===== src/design/conv_pkg.sv =====
package conv_pkg;

    // pipeline phases of one convolution job
    typedef enum logic [1:0] {
        IDLE,
        MULT,
        REDUCE,
        FINISH
    } conv_state_e;

    // word addresses on the Wishbone port, taps follow PIX0 and WGT0
    typedef enum logic [5:0] {
        PIX0   = 6'h00,
        WGT0   = 6'h10,
        CTRL   = 6'h20,
        STATUS = 6'h21,
        RESULT = 6'h22
    } conv_addr_e;

    typedef struct packed {
        logic start;
        logic relu_en;
    } conv_ctrl_t;

    typedef struct packed {
        logic busy;
        logic done;
        logic sat;
    } conv_status_t;

    typedef struct packed {
        logic       mul_en;
        logic [3:0] lvl_en;
        logic       out_en;
    } conv_stage_t;

endpackage


===== src/design/conv_ctrl.sv =====
`timescale 1ns/1ps

module conv_ctrl (
    input  logic                  clk,
    input  logic                  rst_n,
    input  logic                  i_start,
    output conv_pkg::conv_stage_t o_stage,
    output logic                  o_status_busy,
    output logic                  o_status_done
);

    conv_pkg::conv_state_e state;
    logic [1:0]            lvl_cnt;
    logic                  busy_q;
    logic                  done_q;

    always_ff @(posedge clk or negedge rst_n) begin
        if (!rst_n) begin
            state   <= conv_pkg::IDLE;
            lvl_cnt <= 2'd0;
            busy_q  <= 1'b0;
            done_q  <= 1'b0;
        end else begin
            case (state)
                conv_pkg::IDLE: begin
                    if (i_start) begin
                        state  <= conv_pkg::MULT;
                        busy_q <= 1'b1;
                        done_q <= 1'b0;
                    end
                end
                conv_pkg::MULT: begin
                    state   <= conv_pkg::REDUCE;
                    lvl_cnt <= 2'd0;
                end
                conv_pkg::REDUCE: begin
                    lvl_cnt <= lvl_cnt + 2'd1;
                    // last tree level done, the job is complete from the host view
                    if (lvl_cnt == 2'd3) begin
                        state  <= conv_pkg::FINISH;
                        busy_q <= 1'b0;
                        done_q <= 1'b1;
                    end
                end
                default: begin
                    state <= conv_pkg::IDLE;
                end
            endcase
        end
    end

    // stage enables follow the state directly, one stage per cycle
    always_comb begin
        o_stage = '0;
        case (state)
            conv_pkg::MULT:   o_stage.mul_en = 1'b1;
            conv_pkg::REDUCE: o_stage.lvl_en = 4'b0001 << lvl_cnt;
            conv_pkg::FINISH: o_stage.out_en = 1'b1;
            default: begin
            end
        endcase
    end

    assign o_status_busy = busy_q;
    assign o_status_done = done_q;

endmodule


===== config.mk =====
export PLATFORM = sky130hd
export DESIGN_NAME = conv_ctrl
export DESIGN_NICKNAME = d
export VERILOG_FILES = /design/src/design/conv_pkg.sv /design/src/design/conv_ctrl.sv
export SDC_FILE = /design/constraint.sdc
export NUM_CORES = 1
export LEC_CHECK = 0
export BUFFER_PORTS_ARGS = -buffer_cell sky130_fd_sc_hd__buf_2
export CAP_MARGIN = 15
export CORE_AREA = 10 10 47 49
export CTS_BUF_LIST = sky130_fd_sc_hd__clkbuf_4 sky130_fd_sc_hd__clkbuf_8
export CTS_CLUSTER_DIAMETER = 40
export CTS_CLUSTER_SIZE = 25
export DETAILED_ROUTE_END_ITERATION = 16
export DIE_AREA = 0 0 57 59
export PLACE_DENSITY = 0.6
export SYNTH_ARGS = -nofsm -noshare
export SYNTH_HDL_FRONTEND = slang
export SYNTH_SLANG_ARGS = --single-unit

===== constraint.sdc =====
create_clock -name clk -period 2.3 [get_ports clk]
set_input_delay 0.115 -clock clk [delete_from_list [all_inputs] [get_ports clk]]
set_output_delay 0.115 -clock clk [all_outputs]
set_load 0.05 [all_outputs]

==> results.sh, run 1 <==
export IMPL_outcome="complete, no violations"
export IMPL_clock_sinks=6
export IMPL_drt_iter0_markers=2
export IMPL_clk_latency_ps=240
export IMPL_syn_num_nets=53
export IMPL_via_per_inst=4.420
export IMPL_synth_area_um2=441.7
export IMPL_dieHeight_um=59
export IMPL_ys_warn_count=0
export IMPL_synth_compound_area_frac=0.09632
export IMPL_maxSlewViolCount=0
export IMPL_cts_buffers=3
export IMPL_synth_xor_area_frac=0
export IMPL_routed_wl_um=804
export IMPL_cts_root_buffer="clkbuf_4"
export IMPL_clk_pin_slew_ps=50
export IMPL_synth_top_family_by_area="adder cells"
export IMPL_worstPathRequired_ps=2180
export IMPL_core_area_um2=1401
export IMPL_stdcell_area_um2=544.3
export IMPL_dpl_hpwl_um=648.7
export IMPL_cap_violations=0
export IMPL_wire_per_inst_um=11.65
export IMPL_synth_seq_cells=6
export IMPL_cts_hold_buffers=1
export IMPL_io_pins=11
export IMPL_hold_path_class="input port to flop"
export IMPL_drc=0
export IMPL_crit_arrival_ps=1520
export IMPL_finalHoldViolations=0
export IMPL_start_kind="flop"
export IMPL_synthAdderAreaFrac=0.3116
export IMPL_tns_ps=0
export IMPL_place_congestion=0.6558
export IMPL_port_buffers=10
export IMPL_start_util=0.3152
export IMPL_nFillCells=146
export IMPL_setup_viol=0
export IMPL_cts_resized_gates=0
export IMPL_grt_pass1_vias=345
export IMPL_cp_max_fo=7
export IMPL_row_count=14
export IMPL_antenna_found_initial=0
export IMPL_h_tree_depth=1
export IMPL_period_share=0.7104
export IMPL_fmax_mhz=612.0
export IMPL_nNetsFinal=69
export IMPL_synthMuxAreaShare=0.08215
export IMPL_rsz0062_at_grt="false"
export IMPL_post_synth_and_or_nand_nor_area_fraction=0.1360
export IMPL_synth_seq_area_share=0.3399
export IMPL_synthToLayoutAreaGrowth_pct=23.23
export IMPL_syn_inst=39
export IMPL_place_area_um2=511.7
export IMPL_diodes=0
export IMPL_grt_pass1_wl_mm=1.490
export IMPL_post_cts_buffers=0
export IMPL_synth_avg_cell_area_um2=11.32
export IMPL_slew_headroom=0.8299
export IMPL_drtPass1Iterations=2
export IMPL_synth_cell_type_count=15
export IMPL_most_common_layout_cells="ha_1, buf_2, dfrtp_1"
export IMPL_die_x_um=57
export IMPL_final_common_cell="ha_1"
export IMPL_cts_buffer_depth=2
export IMPL_drive_above_1_share=0.3774
export IMPL_path_class="flop to primary output"
export IMPL_skew_ps=4.035
export IMPL_num_vias=305
export IMPL_grt_overflow=0
export IMPL_ant_nets=0
export IMPL_crit_path_end_kind="primary output"
export IMPL_cts_tree="built"
export IMPL_min_period_ps=1634
export IMPL_worstMarginPinSlew_ps=256.9
export IMPL_die_area_um2=3363
export IMPL_grt_max_degree=8
export IMPL_grtUsageTotal=0.05635
==> flip-flops by register name, indices dropped and copies added, names as in the netlist <==
signal,flops
lvl_cnt,2
o_status_done,1
state,2
o_status_busy,1
==> cell type report <==
| type | instances | area (um^2) | area share |
|---|---|---|---|
| Timing Repair Buffer | 11 | 60.06 | 0.1103 |
| Sequential cell | 6 | 150.1 | 0.2759 |
| Clock buffer | 3 | 22.52 | 0.04138 |
| Multi-Input combinational cell | 29 | 276.5 | 0.5080 |
| Tap cell | 16 | 20.02 | 0.03678 |
| Inverter | 4 | 15.01 | 0.02759 |
==> metal layers <==
metal,vias up,part of all wire,GRT usage
met2,10,0.42,0.07752
met5,-,0,0
met3,0,0.11,0.05579
li1,160,-,-
met4,0,0,0.01007
met1,135,0.46,0.06108
==> cells in the mapped netlist (all sizes together) <==
library cell / instances / share of area
a31oi: 2 / 0.028
and2: 4 / 0.060
dfrtp: 6 / 0.34
ha: 11 / 0.31
inv: 4 / 0.034
mux2: 2 / 0.059
mux2i: 1 / 0.023
nand2: 1 / 0.014
nand2b: 2 / 0.040
nand3: 2 / 0.023
o211ai: 1 / 0.028
o21ai: 2 / 0.023
o21bai: 1 / 0.017
==> worst paths after layout <==
| check | from | endpoint | slack (ps) | depth (start not counted) |
|---|---|---|---|---|
| worst min register to register | o_status_done | o_status_done | 510 | 1 |
| worst max register to register | state[0] | state[1] | 840 | 5 |
| min in group asynchronous | rst_n | state[1] | 230 | 2 |
| worst max-delay path | state[0] | o_stage[4] | 670 | 4 |
| max in group asynchronous | rst_n | lvl_cnt[0] | 1920 | 2 |
| worst min-delay path | i_start | o_status_busy | 190 | 3 |
==> stage by stage <==
stage / utilization / worst slack, ps / instances / hold WS, ps
3_3_place_gp: 0.3652 / 881.3 / 65 / -54.51
5_1_grt: 0.3884 / 535.4 / 69 / 231.7
3_5_place_dp: 0.3652 / 814.0 / 65 / -47.12
4_1_cts: 0.3884 / 643.5 / 69 / 187.2
2_1_floorplan: - / 930.1 / 39 / -180.6
6_report: 0.3884 / 666.1 / 69 / 189.6
==> critical path, cell delays in order, from the launching register on <==
cell and delay (ps):
dfrtp_1 410, inv_1 160, ha_1 290, and2_2 170
buf_2 250
==> logic make-up (layout without fill, tap and decap cells) <==
logic type	after synthesis	in the layout
adders and majority gates	11	11
and+or+nand+nor	9	9
AOI/OAI and AO/OA	6	6
DFF	6	6
buffers and inverters	4	18
muxes	3	3
Power of run 1 is left out: the tool's default activity adds up to more than one toggle a clock period on the data nets, which glitch-free logic cannot reach.
==> run 2, diff against run 1 <==
--- a/config.mk
+++ b/config.mk
@@ -5,6 +5,7 @@
 export SDC_FILE = /design/constraint.sdc
 export NUM_CORES = 1
 export LEC_CHECK = 0
+export ABC_AREA = 1
 export BUFFER_PORTS_ARGS = -buffer_cell sky130_fd_sc_hd__buf_2
 export CAP_MARGIN = 15
 export CORE_AREA = 10 10 47 49
@@ -13,7 +14,7 @@
 export CTS_CLUSTER_SIZE = 25
 export DETAILED_ROUTE_END_ITERATION = 16
 export DIE_AREA = 0 0 57 59
-export PLACE_DENSITY = 0.6
+export PLACE_DENSITY = 0.61
 export SYNTH_ARGS = -nofsm -noshare
 export SYNTH_HDL_FRONTEND = slang
 export SYNTH_SLANG_ARGS = --single-unit
==> constraint.sdc (replaced) <==
create_clock -name clk -period 1.7 [get_ports clk]
set_input_delay 0.085 -clock clk [delete_from_list [all_inputs] [get_ports clk]]
set_output_delay 0.085 -clock clk [all_outputs]
set_load 0.05 [all_outputs]
==> run 2 against run 1 <==
Final cell count grew 22%. Register-to-register slack worse by 390 ps. Utilization increased by 1.2 points. Die area did not move. Critical path type unchanged. Highest routed layer unchanged.
==> results.sh, run 2 <==
export IMPL_crit_arrival_ps=1470
export IMPL_async_flop_share=1.000
export IMPL_hold_depth=3
export IMPL_start_kind="flop"
export IMPL_most_common_layout_cells="inv_1, nand2_1, ha_1"
export IMPL_clock_sinks=6
export IMPL_worstPathRequired_ps=1620
export IMPL_die_area_um2=3363
export IMPL_cap_violations=0
export IMPL_hold_start="i_start"
export IMPL_wire_per_inst_um=10.42
export IMPL_final_cells=84
export IMPL_ys_warn_count=0
export IMPL_period_share=0.9141
export IMPL_rsz0062_at_grt="false"
export IMPL_via_per_inst=4.393
export IMPL_drive_above_1_share=0.2647
export IMPL_worstPathCellList="inv_1 > ha_1 > nand2_1 > inv_1 > buf_2"
export IMPL_diodes=0
export IMPL_cp_max_fo=7
export IMPL_fin_util=0.4000
export IMPL_syn_num_nets=68
export IMPL_row_count=14
export IMPL_io_pins=11
export IMPL_nNetsFinal=84
export IMPL_critPathMaxStageDelay_ps=410
export IMPL_syn_inst=54
export IMPL_synthToLayoutAreaGrowth_pct=22.40
export IMPL_drt_iter0_markers=8
export IMPL_r2r_cells=7
export IMPL_synth_main_ff_cell="dfrtp_1"
export IMPL_grt_pass1_wl_mm=1.559
export IMPL_port_buffers=10
export IMPL_num_vias=369
export IMPL_ant_nets=0
export IMPL_r2r_end="o_status_done"
export IMPL_synth_top_cell_by_area="dfrtp_1"
export IMPL_hold_path_class="input port to flop"
export IMPL_tns_ps=0
export IMPL_core_area_um2=1401
export IMPL_routed_wl_um=875
export IMPL_synth_common_cells="inv_1, ha_1, nand2_1"
export IMPL_start_util=0.3268
export IMPL_h_tree_depth=1
export IMPL_cts_buffer_depth=2
export IMPL_die_x_um=57
export IMPL_dpl_hpwl_um=700
export IMPL_slew_headroom=0.8293
export IMPL_cpLargestDelayFamily="buffers and inverters"
export IMPL_synth_avg_cell_area_um2=8.480
export IMPL_clk_pin_slew_ps=40
export IMPL_min_period_ps=1554
export IMPL_placed_cells=80
export IMPL_top_usage_layer="met2"
export IMPL_synth_seq_area_share=0.3279
export IMPL_holdPathEnd="o_status_busy"
export IMPL_met3_usage=0.008584
export IMPL_maxSlewViolCount=0
export IMPL_grt_overflow=0
export IMPL_rrSetupSlack_ps=450
export IMPL_antenna_found_initial=0
export IMPL_cts_buffers=3
export IMPL_fmax_mhz=643.5
export IMPL_yosysTopAreaCellShare=0.3279
export IMPL_grt_max_degree=8
export IMPL_synth_edff_count=0
export IMPL_cts_root_buffer="clkbuf_4"
export IMPL_post_cts_buffers=0
export IMPL_finalHoldViolations=0
export IMPL_synthTopCellsByArea="dfrtp_1, ha_1, inv_1"
export IMPL_worst_path_buf_inv=3
export IMPL_clk_latency_ps=240
export IMPL_dieHeight_um=59
export IMPL_place_congestion=0.6823
export IMPL_grt_pass1_vias=403
export IMPL_synth_cell_type_count=11
export IMPL_crit_path_end_kind="primary output"
export IMPL_skew_ps=1.107
export IMPL_r2r_start="state[0]"
export IMPL_drtPass1Iterations=2
export IMPL_grtUsageTotal=0.05495
export IMPL_worstMarginPinSlew_ps=257.8
export IMPL_outcome="complete, no violations"
export IMPL_path_class="flop to primary output"
export IMPL_reg_top3="lvl_cnt x2, state x2"
export IMPL_drc=0
export IMPL_synth_area_um2=457.9
export IMPL_cts_tree="built"
export IMPL_setup_viol=0
export IMPL_path_common_cell="inv_1"
export IMPL_crit_path_top_delay_cell="dfrtp_1"
export IMPL_final_common_cell="inv_1"
export IMPL_grt_met1_usage=0.05483
export IMPL_use_met2=0.1054
export IMPL_synth_seq_cells=6
export IMPL_yosysMostFrequentCell="inv_1"
[run 2: final cells by class]
cell class | count | area, um^2
fill | 159 | 840.8
multi-input combinational | 36 | 262.8
sequential | 6 | 150.1
timing repair buffer | 11 | 60.06
inverter | 12 | 45.04
clock buffer | 3 | 22.52
tap | 16 | 20.02
[run 2: how the worst max path moves through the flow]
| stage | startpoint | cells past startpoint | slack, ps | end |
|---|---|---|---|---|
| 4_1_cts | state[0] | 5 | 120 | o_stage[3] |
| 2_1_floorplan | state[0] | 4 | 470 | o_stage[1] |
| 6_report | state[0] | 5 | 150 | o_stage[3] |
| 5_1_grt | state[0] | 5 | 40 | o_stage[3] |
| 3_3_place_gp | state[0] | 5 | 410 | o_stage[3] |
| 3_5_place_dp | state[0] | 5 | 370 | o_stage[3] |
[run 2: cell families (layout without fill, tap and decap cells)]
family / count (synthesis) / in the layout / share of synthesized area
DFF: 6 / 6 / 0.3279
AOI/OAI and AO/OA: 4 / 4 / 0.04918
adders and majority gates: 11 / 11 / 0.3005
buffers and inverters: 12 / 26 / 0.09835
and+or+nand+nor: 21 / 21 / 0.2240
[run 2: worst reg2reg max path: stages, from the launching register on]
cell and delay, ps:
dfrtp_1 410, inv_1 140, ha_1 230, inv_1 90, nand2_2 90, nand3_2 70
nand2_1 60, nand2_1 50
[run 2: layer usage]
metal / part of all wire / vias up
met1: 0.40 / 168
met3: 0.034 / 0
met2: 0.57 / 9
met4: 0 / 0
li1: - / 192
met5: 0 / -
[run 2: per-stage QoR]
stage / setup WS (ps) / area (um^2) / hold slack, ps
2_1_floorplan: 465.5 / 457.9 / -210.6
3_3_place_gp: 409.2 / 528.0 / -85.33
3_5_place_dp: 370.4 / 528.0 / -82.69
4_1_cts: 119.4 / 560.5 / 97.09
5_1_grt: 42.86 / 560.5 / 118.0
6_report: 146.1 / 560.5 / 94.83
[run 2: timing repair]
action / CTS / global route
hold buffers: 1 / 0
hold endpoints to repair: 6 / 0
resized for setup: 0 / 0
Power of run 2 is left out for the same reason.
