==> config.mk <==
export PLATFORM = sky130hd
export DESIGN_NAME = conv_wb_regs
export DESIGN_NICKNAME = d
export VERILOG_FILES = /design/src/design/conv_pkg.sv /design/src/design/conv_wb_regs.sv
export SDC_FILE = /design/constraint.sdc
export NUM_CORES = 1
export LEC_CHECK = 0
export BUFFER_PORTS_ARGS = -buffer_cell sky130_fd_sc_hd__buf_2
export CAP_MARGIN = 20
export CORE_MARGIN = 1
export CORE_UTILIZATION = 45
export CTS_CLUSTER_DIAMETER = 200
export DETAILED_ROUTE_END_ITERATION = 8
export MAX_ROUTING_LAYER = met4
export PLACE_DENSITY = 0.71
export SYNTH_ARGS = -nofsm -noshare
export SYNTH_HDL_FRONTEND = slang
export SYNTH_SLANG_ARGS = --single-unit
export TNS_END_PERCENT = 50
==> constraint.sdc <==
create_clock -name clk -period 5.1 [get_ports clk]
set_clock_uncertainty 0.2 [all_clocks]
set_input_delay 0.255 -clock clk [delete_from_list [all_inputs] [get_ports clk]]
set_output_delay 0.255 -clock clk [all_outputs]
set_load 0.005 [all_outputs]
==> src/design/conv_pkg.sv <==
package conv_pkg;

    // pipeline phases of one convolution job
    typedef enum logic [1:0] {
        IDLE,
        MULT,
        REDUCE,
        FINISH
    } conv_state_e;

    // word addresses on the Wishbone port, taps follow PIX0 and WGT0
    typedef enum logic [5:0] {
        PIX0   = 6'h00,
        WGT0   = 6'h10,
        CTRL   = 6'h20,
        STATUS = 6'h21,
        RESULT = 6'h22
    } conv_addr_e;

    typedef struct packed {
        logic start;
        logic relu_en;
    } conv_ctrl_t;

    typedef struct packed {
        logic busy;
        logic done;
        logic sat;
    } conv_status_t;

    typedef struct packed {
        logic       mul_en;
        logic [3:0] lvl_en;
        logic       out_en;
    } conv_stage_t;

endpackage

==> src/design/conv_wb_regs.sv <==
`timescale 1ns/1ps

module conv_wb_regs #(
    parameter int DATA_W = 16,
    parameter int TAPS   = 9
) (
    input  logic                       clk,
    input  logic                       rst_n,
    input  logic                       i_wb_cyc,
    input  logic                       i_wb_stb,
    input  logic                       i_wb_we,
    input  logic [5:0]                 i_wb_adr,
    input  logic [31:0]                i_wb_dat,
    output logic [31:0]                o_wb_dat,
    output logic                       o_wb_ack,
    input  conv_pkg::conv_status_t     i_status,
    input  logic [DATA_W-1:0]          i_result,
    input  logic                       i_sat,
    input  logic                       i_out_en,
    output logic [TAPS*DATA_W-1:0]     o_window,
    output logic [TAPS*DATA_W-1:0]     o_kernel,
    output conv_pkg::conv_ctrl_t       o_ctrl
);

    conv_pkg::conv_addr_e adr;
    logic [DATA_W-1:0]    pix_q [TAPS];
    logic [DATA_W-1:0]    wgt_q [TAPS];
    logic [DATA_W-1:0]    result_q;
    logic [31:0]          rd_data;
    logic [31:0]          dat_q;
    logic                 ack_q;
    logic                 req;
    logic                 wr_en;
    logic                 start_q;
    logic                 relu_q;
    logic                 sat_q;
    logic                 out_q;

    assign adr   = conv_pkg::conv_addr_e'(i_wb_adr);
    // a new access is seen once per strobe, the cycle after ack drops it is not
    assign req   = i_wb_cyc && i_wb_stb && !ack_q;
    assign wr_en = req && i_wb_we;

    always_ff @(posedge clk) begin
        for (int k = 0; k < TAPS; k++) begin
            if (wr_en && i_wb_adr == 6'(conv_pkg::PIX0 + k)) begin
                pix_q[k] <= i_wb_dat[DATA_W-1:0];
            end
            if (wr_en && i_wb_adr == 6'(conv_pkg::WGT0 + k)) begin
                wgt_q[k] <= i_wb_dat[DATA_W-1:0];
            end
        end
    end

    always_ff @(posedge clk or negedge rst_n) begin
        if (!rst_n) begin
            ack_q    <= 1'b0;
            start_q  <= 1'b0;
            relu_q   <= 1'b0;
            out_q    <= 1'b0;
            result_q <= '0;
            sat_q    <= 1'b0;
        end else begin
            ack_q   <= req;
            start_q <= wr_en && adr == conv_pkg::CTRL && i_wb_dat[0];
            if (wr_en && adr == conv_pkg::CTRL) begin
                relu_q <= i_wb_dat[1];
            end
            // the tree result register updates on out_en, so take it one cycle later
            out_q <= i_out_en;
            if (out_q) begin
                result_q <= i_result;
                sat_q    <= i_sat;
            end
        end
    end

    always_comb begin
        rd_data = '0;
        for (int k = 0; k < TAPS; k++) begin
            if (i_wb_adr == 6'(conv_pkg::PIX0 + k)) begin
                rd_data[DATA_W-1:0] = pix_q[k];
            end
            if (i_wb_adr == 6'(conv_pkg::WGT0 + k)) begin
                rd_data[DATA_W-1:0] = wgt_q[k];
            end
        end
        case (adr)
            conv_pkg::CTRL:   rd_data[1] = relu_q;
            conv_pkg::STATUS: rd_data[2:0] = {sat_q, i_status.done, i_status.busy};
            conv_pkg::RESULT: rd_data[DATA_W-1:0] = result_q;
            default: begin
            end
        endcase
    end

    always_ff @(posedge clk) begin
        if (req) begin
            dat_q <= rd_data;
        end
    end

    for (genvar t = 0; t < TAPS; t++) begin : g_pack
        assign o_window[t*DATA_W +: DATA_W] = pix_q[t];
        assign o_kernel[t*DATA_W +: DATA_W] = wgt_q[t];
    end

    assign o_wb_dat       = dat_q;
    assign o_wb_ack       = ack_q;
    assign o_ctrl.start   = start_q;
    assign o_ctrl.relu_en = relu_q;

endmodule

==> metrics, run 1 <==
status finished, final reports clean; critical path endpoint category flip-flop; WL/cell 26.6 um; largest family of logic cells by synthesized area compound AO/OA/AOI/OAI gates; Avg Inst Size Synth 15.4 um^2; yosys warns 0; Post-DP HPWL 31.6 mm; clock net sink count 325; Nets 1308; Skew-Pair Late Insertion Delay 0.51 ns; GR peak layer met2; IO buf count 353; Worst EP required 5.11 ns; largest net degree at the start of global routing 25; asr flop ratio synth 6.46%; GR Util All Layers 30.3%; Vias 9964; post-synth top area cell edfxtp_1; most frequent cells after synthesis edfxtp_1, nor2_1, a21oi_1; Die Area 29300 um^2; Post-Synth Adder-Cell Area 0%; Fin Setup TNS 0 ns; Site Rows 61; Clock transition at path regs 0.06 ns; ys flop type edfxtp_1; Iteration-0 DRC Markers 1253; RSZ-0062 raised after global routing false; # setup viols final 0; top cell type's share of synthesized area 70.8%; Post-synth EDFFs 304; # DRC 0; Max H-tree Level 2; Ports 387; clock tree from TritonCTS built; Synth Area in Compound Gates 12.2%; Root Driver clkbuf_16; Crit path arrival time 3.25 ns; Die Ht 171 um; Seq/Total Area, Yosys 74.9%; GRT met3 Usage 5.34%; Post-Place Cell Area 15000 um^2; Initial Utilization 46.0%; post-synth cell types 59; Slew Limit Fails 0; vias in the first global route 9498; layout cell share with drive strength beyond 1 36.9%; first-pass GRT wire length 61.8 mm; PwrDens 342 nW/um^2; Fmax 308 MHz; maximum fanout along the worst path 19; initial antenna violation count 0; reg2reg setup slack 1.85 ns; Final min period 3.25 ns; worst slew margin relative to its limit 29.3%; Slew @ Worst Pin 1.05 ns; Post-Synth XOR/XNOR Area 0%; P_leak 6.14 nW; Synth Instances 839; Cell Area, Synth 12900 um^2; crit path kind reg2reg; #FFs+latches synth 325; ANT nets after route 0; CTS max path bufs 3; Tcrit/Tclk final 63.7%; post_cts resized 0; total grt overflow 0; final RePlAce weighted congestion 0.961; CP startpoint kind flip-flop; post-route cell area 16500 um^2; GR met2 Demand/Resource 49.9%; top post-synthesis cells by area edfxtp_1, dfrtp_1, a21oi_1, mux2_2, nor2_1; met1 usage 38.2%; vias per cell 6.04; simple-gate share of the synthesized area 8.27%; maxcap violations 0; First-pass DRT Iterations 7; most frequent cell after synthesis edfxtp_1; core box area 28000 um^2; Routed WL 43.9 mm; mux contribution to synthesized area 1.98%; die width 171 um; Fin. Hold Viols 0; Peak VDD IR 242 uV; HP Class in2reg; layout overhead on the synthesized area 28.0%; hold slack 0.0250 ns; CTS Buf Count 34
critical path, stage by stage (launching register included):
cell     delay [ns]
dfrtp_1        0.38
nor2_1         0.11
buf_4          0.30
nand2_1        0.58
nor3_2         1.01
buf_4          0.35
sequential cells by signal, summed over array words and instances, names as in the netlist:
register	flops
pix_q	144
wgt_q	144
o_wb_dat	16
result_q	16
o_wb_ack	1
out_q	1
relu_q	1
sat_q	1
start_q	1
cells by family (layout without fill, tap and decap cells):
group	after synthesis	after routing
flip-flops	325	325
other	1	17
multiplexers	23	23
AO/OA/AOI/OAI	233	233
AND/OR/NAND/NOR	198	198
buffers and inverters	59	475
report_power, final:
part | switching (mW) | internal (mW) | total [mW]
logic | 0.158 | 0.0866 | 0.244
clock network | 0.993 | 1.45 | 2.45
registers | 0.0150 | 2.94 | 2.96
cells in the final DEF, fill, tap and decap left out, types with 3 or more instances in the layout:
master         Yosys  routed
and3_1            21      21
o22ai_1           32      32
nor2b_1            4       4
nand2b_1           4       4
clkinvlp_4         0       3
buf_2             13     353
mux2i_1            3       3
o21ai_1           11      11
o21ai_0           28      28
nor3_1            17      15
nor2_2             6       6
a221oi_1          15      15
nand3_1            9       9
clkbuf_16          0      37
nand2_1           42      42
clkinv_1           0       6
a2111oi_0          8       8
a222oi_1           3       3
a211oi_1           4       4
a22oi_1           28      28
o221ai_1          25      25
nor4_1             6       6
a21oi_1           54      54
or4b_1             3       3
o211ai_1           5       5
o32a_1             7       7
or3_1              8       8
mux2_2            20      20
clkbuf_1          18       8
nor2_1            60      60
edfxtp_1         304     304
dlygate4sd3_1      0      34
conb_1             1      16
buf_4             24      25
clkinv_2           0       4
dfrtp_1           21      21
through the flow:
step,setup WS (ns),power (mW),cells,utilization [%]
floorplan,1.76,3.12,854,-
global placement,1.85,3.23,1552,53.7
detailed placement,1.82,3.23,1552,53.7
CTS,1.87,5.66,1648,58.9
global route,1.77,5.78,1648,58.9
finish,1.85,5.65,1649,58.9
worst paths after layout:
path	cells after the start	to	from
worst max-delay path	5	wgt_q[0][6]	o_wb_ack
min in group asynchronous	2	result_q[7]	rst_n
worst min-delay path	4	o_wb_ack	i_wb_stb
worst max register to register	5	wgt_q[0][6]	o_wb_ack
worst min register to register	1	result_q[2]	result_q[2]
max in group asynchronous	2	result_q[11]	rst_n
layer usage:
metal | vias to the layer above | part of all wire [%]
met1 | 4957 | 38
met5 | - | 0
li1 | 4188 | -
met3 | 98 | 9.3
met2 | 721 | 49
met4 | 0 | 3.5
repair_timing:
item	4_1_cts	5_1_grt
hold buffers	34	0
buffers inserted	0	0
hold endpoints to repair	265	0
layout make-up:
cell class / instances / area (um^2)
timing repair buffer: 412 / 2290
fill: 2209 / 11500
clock buffer: 47 / 983
tap: 378 / 473
sequential: 325 / 9650
inverter: 1 / 3.75
clock inverter: 15 / 125
multi-input combinational: 470 / 2960
antenna: 1 / 2.50
(Power assumes the default switching activity.)
==> inputs of run 2 (changes only) <==
PLACE_DENSITY = 0.74   (was 0.71)
clock period = 2.75 ns   (was 5.1 ns; I/O delays follow)
==> metrics, run 2 (same netlist as run 1, synthesis figures left out) <==
# DRC 0 (unchanged); Peak VDD IR 459 uV (was 242 uV); vias in the first global route 9829 (was 9498); post-route non-filler standard cell count 1712 (was 1649); Fin Setup TNS 0 ns (unchanged); hold slack 0.0393 ns (was 0.0250 ns); worst-case reg-to-reg path depth 5 (unchanged); Post-Place Cell Area 15600 um^2 (was 15000 um^2); Fmax 423 MHz; Worst path max stage delay 0.56 ns (was 1.01 ns); post-CTS setup repair buffer count 0 (unchanged); Metal-1 WL 16.5 mm (was 16.7 mm); WL/cell 26.0 um (was 26.6 um); GR Util All Layers 30.7% (was 30.3%); HP Class in2reg (unchanged); clock tree from TritonCTS built (unchanged); Power Total 10.6 mW (was 5.65 mW); Routed WL 44.6 mm (was 43.9 mm); Die Ht 171 um (unchanged); slowest stage cell, crit path dlygate4sd3_1 (was nor3_2); Site Rows 61 (unchanged); CP startpoint kind input pin (was flip-flop); CTS Buf Count 34 (unchanged); final RePlAce weighted congestion 0.939 (was 0.961); Slew Limit Fails 0 (unchanged); HP Start i_wb_adr[1] (was i_wb_stb); most common cell after layout, fill and taps aside buf_2 (unchanged); post_cts resized 0 (unchanged); Clock transition at path regs 0.06 ns (about the same); vias per cell 5.96 (was 6.04); IO buf count 353 (unchanged); critical path endpoint category flip-flop (unchanged); worst slew margin relative to its limit 49.7% (was 29.3%); r2r startpoint pix_q[0][4] (was o_wb_ack); first-pass GRT wire length 62.8 mm (was 61.8 mm); PwrDens 619 nW/um^2 (was 342 nW/um^2); maximum fanout along the worst path 19 (unchanged); Nets 1375 (was 1308); Placement Setup Slack 0.118 ns (was 1.82 ns); maxcap violations 0 (unchanged); Ports 387 (unchanged); reg2reg setup slack 0.51 ns (was 1.85 ns); initial antenna violation count 1 (was 0); layout overhead on the synthesized area 32.8% (was 28.0%); commonest cells after routing, fill and taps aside buf_2, edfxtp_1, buf_4, nor2_1, a21oi_1 (was buf_2, edfxtp_1, nor2_1, a21oi_1, nand2_1); Slew @ Worst Pin 0.754 ns (was 1.05 ns); # setup viols final 0 (unchanged); Worst EP required 2.73 ns (was 5.11 ns); crit path kind in2reg (was reg2reg); Layout Utilization 61.1% (was 58.9%); Iteration-0 DRC Markers 1153 (was 1253); layout cell share with drive strength beyond 1 39.8% (was 36.9%); Max H-tree Level 2 (unchanged); Tcrit/Tclk final 86.0%; Final min period 2.36 ns; critical path cell sequence dlygate4sd3_1 -> buf_2 -> nand2_1 -> dlygate4sd3_1 -> nor2_2 -> nand2_1 -> buf_4 -> nor3_2 -> buf_4 (was nor2_1 -> buf_4 -> nand2_1 -> nor3_2 -> buf_4); status finished, final reports clean (unchanged); Hold Path Depth 4 (unchanged); Root Driver clkbuf_16 (unchanged); DR WL met2 21.6 mm (about the same); multi-input logic area 2970 um^2 (was 2960 um^2); largest net degree at the start of global routing 22 (was 25); crit-path leading delay family buffers and inverters (was simple AND/OR/NAND/NOR gates); RSZ-0062 raised after global routing false (unchanged); worst hold endpoint start_q (was o_wb_ack); ANT nets after route 0 (unchanged); fill cell count 2190 (was 2209); Reg area 9650 um^2 (unchanged); die width 171 um (unchanged); core box area 28000 um^2 (unchanged); Crit path arrival time 2.34 ns (was 3.25 ns); hold buffers post-CTS 40 (was 34); P_leak 6.50 nW (was 6.14 nW); Initial Utilization 46.0% (unchanged); Fin. Hold Viols 0 (unchanged); CTS max path bufs 3 (unchanged); First-pass DRT Iterations 6 (was 7); clock net sink count 325 (unchanged); post-route cell area 17100 um^2 (was 16500 um^2); WP buf/inv 5 (was 2); Die Area 29300 um^2 (unchanged); reg-to-reg endpoint o_wb_dat[4] (was wgt_q[0][6]); met3 WL 4.52 mm (was 4.08 mm); total grt overflow 0 (unchanged); placed insts 1612 (was 1552); Post-DP HPWL 32.6 mm (was 31.6 mm); highest routed layer met4 (unchanged); Skew-Pair Late Insertion Delay 0.52 ns (was 0.51 ns); Largest regs pix_q: 144 flops, wgt_q: 144 flops (unchanged); Setup WS post-layout 0.386 ns (was 1.85 ns); Vias 10209 (was 9964)
-- run 2: worst max path at each step --
stage	startpoint	end	depth (start not counted)
CTS	i_wb_stb	wgt_q[0][6]	9
global placement	i_wb_adr[5]	o_wb_dat[15]	10
global route	i_wb_stb	wgt_q[0][2]	9
detailed placement	i_wb_adr[4]	o_wb_dat[15]	10
floorplan	o_wb_ack	pix_q[0][100]	4
finish	i_wb_stb	wgt_q[0][6]	9
-- run 2: report_power, final --
part           internal [mW]  total (mW)  switching, mW  leakage (nW)
Clock                   2.74        4.61           1.87         0.532
Sequential              5.45        5.48         0.0287          2.99
Combinational          0.199       0.500          0.300          2.97
Total                   8.40        10.6           2.20          6.50
-- run 2: area by class of cell --
class                           count  area share [%]
Inverter                            1          0.0219
Clock inverter                     14            1.07
Antenna cell                        1          0.0146
Sequential cell                   325            56.4
Multi-Input combinational cell    470            17.3
Tap cell                          378            2.76
Timing Repair Buffer              479            17.0
Clock buffer                       44            5.37
-- run 2: worst reg2reg max path, delay by kind of cell, from the launching register on --
family,cells,cell delay [ns]
flip-flops,1,0.40
AND/OR/NAND/NOR,2,0.29
multiplexers,1,0.28
AO/OA/AOI/OAI,2,0.78
-- run 2: metal layers --
layer,GRT usage [%],vias to the layer above
li1,-,4316
met1,38.1,5025
met2,49.8,761
met3,5.96,107
met4,12.3,0
met5,-,-
