==> config.mk <==
export PLATFORM = sky130hd
export DESIGN_NAME = conv_adder_tree
export DESIGN_NICKNAME = d
export VERILOG_FILES = /design/src/design/conv_pkg.sv /design/src/design/conv_adder_tree.sv
export SDC_FILE = /design/constraint.sdc
export NUM_CORES = 1
export LEC_CHECK = 0
export BUFFER_PORTS_ARGS = -buffer_cell sky130_fd_sc_hd__buf_2
export CAP_MARGIN = 0
export CORE_MARGIN = 3
export CORE_UTILIZATION = 25
export DETAILED_ROUTE_END_ITERATION = 16
export GPL_TIMING_DRIVEN = 0
export SYNTH_ARGS = -nofsm -noshare
export SYNTH_HDL_FRONTEND = slang
export SYNTH_SLANG_ARGS = --single-unit
==> constraint.sdc <==
create_clock -name clk -period 2.9 [get_ports clk]
set_input_delay 0.29 -clock clk [delete_from_list [all_inputs] [get_ports clk]]
set_output_delay 0.29 -clock clk [all_outputs]
set_load 0.01 [all_outputs]
==> src/design/conv_pkg.sv <==
package conv_pkg;

    // pipeline phases of one convolution job
    typedef enum logic [1:0] {
        IDLE,
        MULT,
        REDUCE,
        FINISH
    } conv_state_e;

    // word addresses on the Wishbone port, taps follow PIX0 and WGT0
    typedef enum logic [5:0] {
        PIX0   = 6'h00,
        WGT0   = 6'h10,
        CTRL   = 6'h20,
        STATUS = 6'h21,
        RESULT = 6'h22
    } conv_addr_e;

    typedef struct packed {
        logic start;
        logic relu_en;
    } conv_ctrl_t;

    typedef struct packed {
        logic busy;
        logic done;
        logic sat;
    } conv_status_t;

    typedef struct packed {
        logic       mul_en;
        logic [3:0] lvl_en;
        logic       out_en;
    } conv_stage_t;

endpackage

==> src/design/conv_adder_tree.sv <==
`timescale 1ns/1ps

module conv_adder_tree #(
    parameter int DATA_W = 16,
    parameter int FRAC_W = 8,
    parameter int TAPS   = 9,
    parameter int ACC_W  = 36
) (
    input  logic                       clk,
    input  logic                       rst_n,
    input  conv_pkg::conv_stage_t      i_stage,
    input  logic                       i_relu_en,
    input  logic [TAPS*2*DATA_W-1:0]   i_products,
    output logic [DATA_W-1:0]          o_result,
    output logic                       o_sat
);

    localparam int PROD_W = 2 * DATA_W;
    localparam logic signed [ACC_W-1:0] SAT_MAX =
        {{(ACC_W-DATA_W+1){1'b0}}, {(DATA_W-1){1'b1}}};
    localparam logic signed [ACC_W-1:0] SAT_MIN = ~SAT_MAX;

    logic signed [ACC_W-1:0]  ext [TAPS];
    logic signed [ACC_W-1:0]  lvl1_q [4];
    logic signed [ACC_W-1:0]  lvl2_q [2];
    logic signed [ACC_W-1:0]  lvl3_q;
    logic signed [ACC_W-1:0]  lvl4_q;
    logic signed [ACC_W-1:0]  shifted;
    logic [DATA_W-1:0]        clip_val;
    logic [DATA_W-1:0]        final_val;
    logic                     clip;
    logic [DATA_W-1:0]        result_q;
    logic                     sat_q;

    for (genvar t = 0; t < TAPS; t++) begin : g_ext
        assign ext[t] = {{(ACC_W-PROD_W){i_products[t*PROD_W+PROD_W-1]}},
                         i_products[t*PROD_W +: PROD_W]};
    end

    // taps 0 to 7 reduce in pairs, the last tap joins at level 4
    always_ff @(posedge clk or negedge rst_n) begin
        if (!rst_n) begin
            lvl1_q <= '{default: '0};
            lvl2_q <= '{default: '0};
            lvl3_q <= '0;
            lvl4_q <= '0;
        end else begin
            if (i_stage.lvl_en[0]) begin
                for (int k = 0; k < 4; k++) begin
                    lvl1_q[k] <= ext[2*k] + ext[2*k+1];
                end
            end
            if (i_stage.lvl_en[1]) begin
                lvl2_q[0] <= lvl1_q[0] + lvl1_q[1];
                lvl2_q[1] <= lvl1_q[2] + lvl1_q[3];
            end
            if (i_stage.lvl_en[2]) begin
                lvl3_q <= lvl2_q[0] + lvl2_q[1];
            end
            if (i_stage.lvl_en[3]) begin
                lvl4_q <= lvl3_q + ext[TAPS-1];
            end
        end
    end

    // back to Q8.8, rounding toward minus infinity
    always_comb begin
        shifted = lvl4_q >>> FRAC_W;
        clip    = 1'b0;
        if (shifted > SAT_MAX) begin
            clip     = 1'b1;
            clip_val = {1'b0, {(DATA_W-1){1'b1}}};
        end else if (shifted < SAT_MIN) begin
            clip     = 1'b1;
            clip_val = {1'b1, {(DATA_W-1){1'b0}}};
        end else begin
            clip_val = shifted[DATA_W-1:0];
        end
        final_val = (i_relu_en && clip_val[DATA_W-1]) ? '0 : clip_val;
    end

    always_ff @(posedge clk or negedge rst_n) begin
        if (!rst_n) begin
            result_q <= '0;
            sat_q    <= 1'b0;
        end else if (i_stage.out_en) begin
            result_q <= final_val;
            sat_q    <= clip;
        end
    end

    assign o_result = result_q;
    assign o_sat    = sat_q;

endmodule

==> metrics.cfg, run 1 <==
[yosys]
async_flop_share_pct=100
synth_cell_types=87
synth_warnings=0
synth_edf_count=0
synthesis.nets=3129
syn_area_per_cell_sq_um=9.24
ys_seq_area_share_pct=30.1
synthTopCellsByArea=dfrtp_1 (30%), ha_1 (14%), mux2_2 (8.9%)
synth.top_cell.area_share_pct=30.1
synth_area_sq_mm=0.0237
ys_ff_latch=285
synth_cells=2562
yosysTopAreaCell=dfrtp_1
synth_ff_type=dfrtp_1

[die]
num_rows=112
core_sq_mm=0.0936
die_w_um=314
initial_core_util_pct=25.3
die_area_sq_mm=0.0985
die-height_um=314
num_io_pins=314

[sta]
period_needed_ns=3.06
rsz0062_at_grt=true
fin_setup_tns_ns=-0.678
fin_crit_sh_pct=105
max_freq_ghz=0.327
hold_viol_final=0
max_slew_margin_pct=29.0
hold_ws_ns=0.0566
fin_ws_ns=-0.159
drv_slew=0
fin_worst_skew_ns=0.0190
finalSetupViolations=9
tightest_slew_ns=1.06

[power]
pwr-share-comb_pct=59.0
p_per_area_mw_per_mm2=941
power_uw=27300
peakVddDrop_v=0.000415
p_leak_uw=0.0131
pwr-share-seq_pct=24.7
power_switching_uw=11600
p_int_uw=15700
pwr-share-clk_pct=16.2
swShare_pct=42.5

[run_status]
status=complete, but fails checks
failed_checks=negative setup slack

[global_routing]
grt_first_pass_wirelength_mm=116
antenna_found_initial=8
grt-ovfl-total=0
grt_pass1_vias=20597
grtUsageTotal_pct=14.8
grt_max_degree=105

[clocking]
cts-root-buf=clkbuf_16
worstSkewPairLatency_ns=0.54
clk_pin_slew_ns=0.06
cts.sinks=285
cts-buffers-inserted=34
cts_tree=done
clockBufferDepth=3
cts_max_level=2

[cells_and_area]
syn_to_final_growth_pct=22.4
utilization_pct=31.0
final_nets=3512
final_layout_size_suffix_gt1_share_pct=24.2
mostFrequentLayoutCell=buf_2
final_cell_mix=buf_2 (309), dfrtp_1 (283), ha_1 (250), a21oi_1 (221), mux2_2 (180)

[detailed_routing]
route.detailed.drc=0
initialDrtViolationCount=1030
dr.pass1.iters=5
wl_per_cell_um=17.8
vias=20979
detail-route-antenna-nets=0
vias_per_cell=4.97
totalWireLength_mm=75.3

[worst_setup_path]
critPathMaxStageDelay_ns=0.44
worst_ep_arrival_time_ns=3.45
path_common_cell=a21o_1
crit_required_ns=3.29
crit_path_start_kind=flop
path_max_fanout=8
worstSetupEndpointType=flop
worst-setup-path-type=flop to flop
critical_path.slowest_cell=dfrtp_1
crit_chain=ha_1 -> buf_2 -> a21o_1 -> a21o_1 -> a21o_1 -> a31oi_4 -> o221ai_2 -> a211o_4 -> a2111oi_4 -> or4_1 -> a31oi_1

[flow_run]
maxCapViolCount=0

[placed_design]
pre_cts_ws_ns=-0.981
place.gp.congestion=0.879
dpl.hpwl_mm=61.3
io_buffers=309

[hold_path]
hold_class=input port to flop

==> flip-flops by register name, summed over array words and instances, names as in the netlist <==
| signal | flops |
|---|---|
| lvl4_q | 28 |
| o_sat | 1 |
| o_result | 16 |
| lvl1_q | 132 |
| lvl3_q | 36 |
| lvl2_q | 72 |
==> Yosys cell counts (all sizes together), types with 8 or more instances <==
cell / number
and4: 13
o31ai: 25
o22ai: 20
and2: 15
a41oi: 8
o211ai: 17
xor2: 65
dfrtp: 285
nand3b: 11
o21bai: 42
a211o: 14
inv: 86
clkbuf: 67
nand2: 164
o311ai: 13
o21ai: 134
nor2b: 23
mux2: 188
a21boi: 9
nor4: 9
nor3: 41
nand4: 39
a21oi: 245
nor2: 139
xnor2: 127
nand2b: 19
or2: 8
a21o: 157
and3: 35
a31oi: 32
nand3: 63
ha: 263
or3: 16
o21a: 29
a211oi: 28
o2111ai: 8
buf: 12
==> kinds of logic (layout without fill, tap and decap cells) <==
kind of cell | count (synthesis) | count (layout) | synth area share [%]
AOI/OAI and AO/OA | 853 | 853 | 24.0
muxes | 191 | 191 | 9.06
other | 0 | 1 | 0
DFF | 285 | 285 | 30.1
buffers and inverters | 165 | 571 | 2.63
adders and majority gates | 270 | 270 | 14.5
xor gates and xnor gates | 192 | 192 | 7.10
and+or+nand+nor | 606 | 606 | 12.6
==> power by group through the flow <==
stage	Clock [uW]	Sequential, uW	Combinational (uW)
2_1_floorplan	0	6290	11000
3_3_place_gp	0	6750	14300
3_5_place_dp	0	6790	14400
4_1_cts	4540	6750	15200
5_1_grt	4710	6940	17800
6_report	4430	6750	16100
==> metrics by stage <==
step           instance area, sq um  std cells
2_1_floorplan                 23700       2562
3_3_place_gp                  26800       4125
3_5_place_dp                  26900       4127
4_1_cts                       28500       4201
5_1_grt                       29000       4223
6_report                      29000       4223
==> worst paths after layout <==
path | startpoint | end | slack, ns | depth (start not counted)
hold / removal | i_relu_en | o_result[15] | 0.06 | 3
setup / recovery | lvl2_q[15] | lvl3_q[34] | -0.16 | 11
min in group asynchronous | rst_n | o_result[15] | 0.37 | 2
hold reg to reg | lvl1_q[124] | lvl1_q[124] | 0.49 | 1
max in group asynchronous | rst_n | lvl2_q[0] | 1.09 | 4
setup reg to reg | lvl2_q[15] | lvl3_q[34] | -0.16 | 11
==> routing by layer <==
| metal | vias up | global-route usage [%] | share of wire (%) |
|---|---|---|---|
| met3 | 106 | 1.46 | 3.2 |
| met5 | - | 0 | 0.017 |
| met2 | 447 | 25.9 | 49 |
| li1 | 10383 | - | - |
| met1 | 10041 | 19.2 | 45 |
| met4 | 2 | 4.37 | 2.5 |
==> worst max-delay path, delay by kind of cell, from the launching register on <==
kind,cells,cell delay (ns)
flip-flops,1,0.44
AO/OA/AOI/OAI,8,1.81
AND/OR/NAND/NOR,1,0.17
adder cells (fa/ha/maj),1,0.31
buffers and inverters,1,0.19
==> what timing repair did <==
action / 4_1_cts / 5_1_grt
buffers inserted: 14 / 22
endpoints found under the setup margin: 62 / 68
pin swaps: 28 / 46
gates resized for setup: 61 / 82
endpoints found under the hold margin: 103 / 0
hold buffers: 1 / 0
==> final cells by class <==
type | count | area [sq um]
clock inverters | 14 | 183
clock buffers | 45 | 963
diodes | 1 | 2.50
inverters | 86 | 323
multi-input cells | 2112 | 16600
fillers | 9966 | 64600
repair buffers | 348 | 1910
flip-flops and latches | 285 | 7130
well taps | 1254 | 1570
plain buffers | 78 | 312
Power figures use the tool's default switching activity.
==> run 2, diff against run 1 <==
--- a/config.mk
+++ b/config.mk
@@ -7,10 +7,11 @@
 export LEC_CHECK = 0
 export BUFFER_PORTS_ARGS = -buffer_cell sky130_fd_sc_hd__buf_2
 export CAP_MARGIN = 0
-export CORE_MARGIN = 3
+export CORE_MARGIN = 1
 export CORE_UTILIZATION = 25
 export DETAILED_ROUTE_END_ITERATION = 16
 export GPL_TIMING_DRIVEN = 0
+export SKIP_LAST_GASP = 1
 export SYNTH_ARGS = -nofsm -noshare
 export SYNTH_HDL_FRONTEND = slang
 export SYNTH_SLANG_ARGS = --single-unit
==> metrics.cfg, run 2 (same netlist as run 1, synthesis figures left out) <==
[clocking]
worstSkewPairLatency_ns=0.55  ; was 0.54 ns
cts-root-buf=clkbuf_16  ; unchanged
cts_max_level=2  ; unchanged
clk_pin_slew_ns=0.06  ; about the same
cts_tree=done  ; unchanged
cts-buffers-inserted=34  ; unchanged
cts.sinks=285  ; unchanged
clockBufferDepth=3  ; unchanged

[detailed_routing]
dr.pass1.iters=5  ; unchanged
totalWireLength_mm=74.7  ; was 75.3 mm
wl_per_cell_um=17.7  ; was 17.8 um
initialDrtViolationCount=1115  ; was 1030
detail-route-antenna-nets=0  ; unchanged
route.detailed.drc=0  ; unchanged
vias_per_cell=4.93  ; was 4.97
vias=20858  ; was 20979

[die]
die_w_um=310  ; was 314 um
num_rows=112  ; unchanged
die_area_sq_mm=0.0960  ; was 0.0985 sq mm
initial_core_util_pct=25.3  ; unchanged
num_io_pins=314  ; unchanged
die-height_um=310  ; was 314 um
core_sq_mm=0.0936  ; unchanged

[cells_and_area]
largest_reg_flops=132  ; unchanged
fillers=9912  ; was 9966
final_layout_size_suffix_gt1_share_pct=24.8  ; was 24.2%
multi_input_comb_area_sq_mm=0.0167  ; was 0.0166 sq mm
utilization_pct=31.2  ; was 31.0%
mostFrequentLayoutCell=buf_2  ; unchanged
final_cell_mix=buf_2 (309), dfrtp_1 (281), ha_1 (247), a21oi_1 (219), mux2_2 (183)  ; was buf_2 (309), dfrtp_1 (283), ha_1 (250), a21oi_1 (221), mux2_2 (180)
reg_top3=lvl1_q (132), lvl2_q (72), lvl3_q (36)  ; unchanged
final_nets=3517  ; was 3512
largest_register=lvl1_q  ; unchanged
fin_area_sq_mm=0.0292  ; was 0.0290 sq mm
seqCellArea_sq_mm=0.00714  ; was 0.00713 sq mm
syn_to_final_growth_pct=23.2  ; was 22.4%

[power]
power_switching_uw=11800  ; was 11600 uW
p_int_uw=15900  ; was 15700 uW
swShare_pct=42.6  ; was 42.5%
p_per_area_mw_per_mm2=949  ; was 941 mW/mm^2
peakVddDrop_v=0.000430  ; was 0.000415 V
power_uw=27700  ; was 27300 uW
pwr-share-clk_pct=16.2  ; about the same
p_leak_uw=0.0131  ; about the same
pwr-share-comb_pct=59.3  ; was 59.0%
pwr-share-seq_pct=24.5  ; was 24.7%

[global_routing]
grt-ovfl-total=0  ; unchanged
grt_first_pass_wirelength_mm=114  ; was 116 mm
grtUsageTotal_pct=15.2  ; was 14.8%
grt_pass1_vias=20045  ; was 20597
antenna_found_initial=8  ; unchanged
grt_max_degree=106  ; was 105

[sta]
max_freq_ghz=0.319  ; was 0.327 GHz
tightest_slew_ns=1.17  ; was 1.06 ns
fin_ws_ns=-0.235  ; was -0.159 ns
rsz0062_at_grt=true  ; unchanged
max_slew_margin_pct=22.2  ; was 29.0%
drv_slew=0  ; unchanged
fin_worst_skew_ns=0.0239  ; was 0.0190 ns
period_needed_ns=3.14  ; was 3.06 ns
hold_ws_ns=0.0446  ; was 0.0566 ns
fin_crit_sh_pct=108  ; was 105%
hold_viol_final=0  ; unchanged
finalSetupViolations=10  ; was 9

[worst_setup_path]
crit_chain=ha_4 -> fa_2 -> a21o_1 -> nand4_1 -> a31oi_4 -> o311ai_4 -> o221ai_2 -> a211o_4 -> buf_4 -> a21oi_4 -> xnor2_2 -> mux2_2  ; was ha_1 -> buf_2 -> a21o_1 -> a21o_1 -> a21o_1 -> a31oi_4 -> o221ai_2 -> a211o_4 -> a2111oi_4 -> or4_1 -> a31oi_1
worst_ep_arrival_time_ns=3.56  ; was 3.45 ns
critical_path.slowest_cell=dfrtp_2  ; was dfrtp_1
path_buf_inv=1  ; unchanged
worstSetupEndpointType=flop  ; unchanged
critPathTopFamily=compound AO/OA/AOI/OAI gates  ; unchanged
crit_required_ns=3.32  ; was 3.29 ns
worst-setup-path-type=flop to flop  ; unchanged
path_max_fanout=4  ; was 8
crit_path_start_kind=flop  ; unchanged
critPathMaxStageDelay_ns=0.47  ; was 0.44 ns

[run_status]
status=complete, but fails checks  ; unchanged
failed_checks=negative setup slack  ; unchanged

[flow_run]
maxCapViolCount=0  ; unchanged

[hold_path]
hold_class=input port to flop  ; unchanged

[placed_design]
dpl.hpwl_mm=60.5  ; was 61.3 mm
place.gp.congestion=0.893  ; was 0.879
io_buffers=309  ; unchanged
placed_area_sq_mm=0.0269  ; unchanged
pre_cts_ws_ns=-0.997  ; was -0.981 ns

## run 2: cell types whose count changed in the layout (fill, tap and decap cells not counted), sizes merged
cell and delta:
buf +6, clkbuf +3, clkinv -2
## run 2: power groups by stage
stage | Sequential, uW | Clock [uW] | Combinational, uW
2_1_floorplan | 6290 | 0 | 11000
3_5_place_dp | 6810 | 0 | 14400
4_1_cts | 6770 | 4600 | 15300
3_3_place_gp | 6770 | 0 | 14300
6_report | 6780 | 4480 | 16400
5_1_grt | 6980 | 4760 | 18100
## run 2: metrics by stage
step	cells	setup TNS, ns
2_1_floorplan	2562	0
3_3_place_gp	4125	-1164.89
3_5_place_dp	4127	-32.25
4_1_cts	4209	-1.12
5_1_grt	4230	-2.62
6_report	4230	-1.12
## run 2: layout make-up
| cell class | count | share of cell area, % |
|---|---|---|
| flip-flops and latches | 285 | 24.5 |
| multi-input cells | 2112 | 57.3 |
| diodes | 1 | 0.00858 |
| inverters | 86 | 1.11 |
| clock inverters | 12 | 0.592 |
| clock buffers | 49 | 3.35 |
| well taps | 1254 | 5.38 |
| repair buffers | 354 | 6.70 |
| plain buffers | 77 | 1.05 |
## run 2: layer usage
layer  track usage, %  up-vias  share of wire (%)
li1                 -    10373                  -
met5                0        -              0.029
met3             1.50       86                3.7
met2             26.4      461                 49
met1             20.1     9934                 46
met4             3.93        4                2.2
## run 2: path summary, 6_finish.rpt
| kind | slack, ns | startpoint | cells past startpoint | to |
|---|---|---|---|---|
| setup / recovery | -0.24 | lvl2_q[0] | 12 | lvl3_q[30] |
| hold / removal | 0.04 | i_relu_en | 3 | o_result[15] |
| setup reg to reg | -0.24 | lvl2_q[0] | 12 | lvl3_q[30] |
| hold reg to reg | 0.48 | lvl1_q[124] | 1 | lvl1_q[124] |
| max in group asynchronous | 1.50 | rst_n | 3 | lvl2_q[0] |
| min in group asynchronous | 0.34 | rst_n | 2 | lvl4_q[27] |
## run 2: worst reg2reg max path, delay by kind of cell (launching register included)
kind	cells	cell delay [ns]
mux	1	0.26
flops	1	0.47
fa+ha+maj	2	0.53
simple gates	1	0.16
compound gates	6	1.34
buf+inv	1	0.15
xor+xnor	1	0.10
## run 2: what timing repair did
action	CTS	global route
setup endpoints to repair	68	77
gates resized for setup	65	99
pin swaps	37	49
hold buffers	1	0
buffers inserted	21	22
endpoints found under the hold margin	82	0
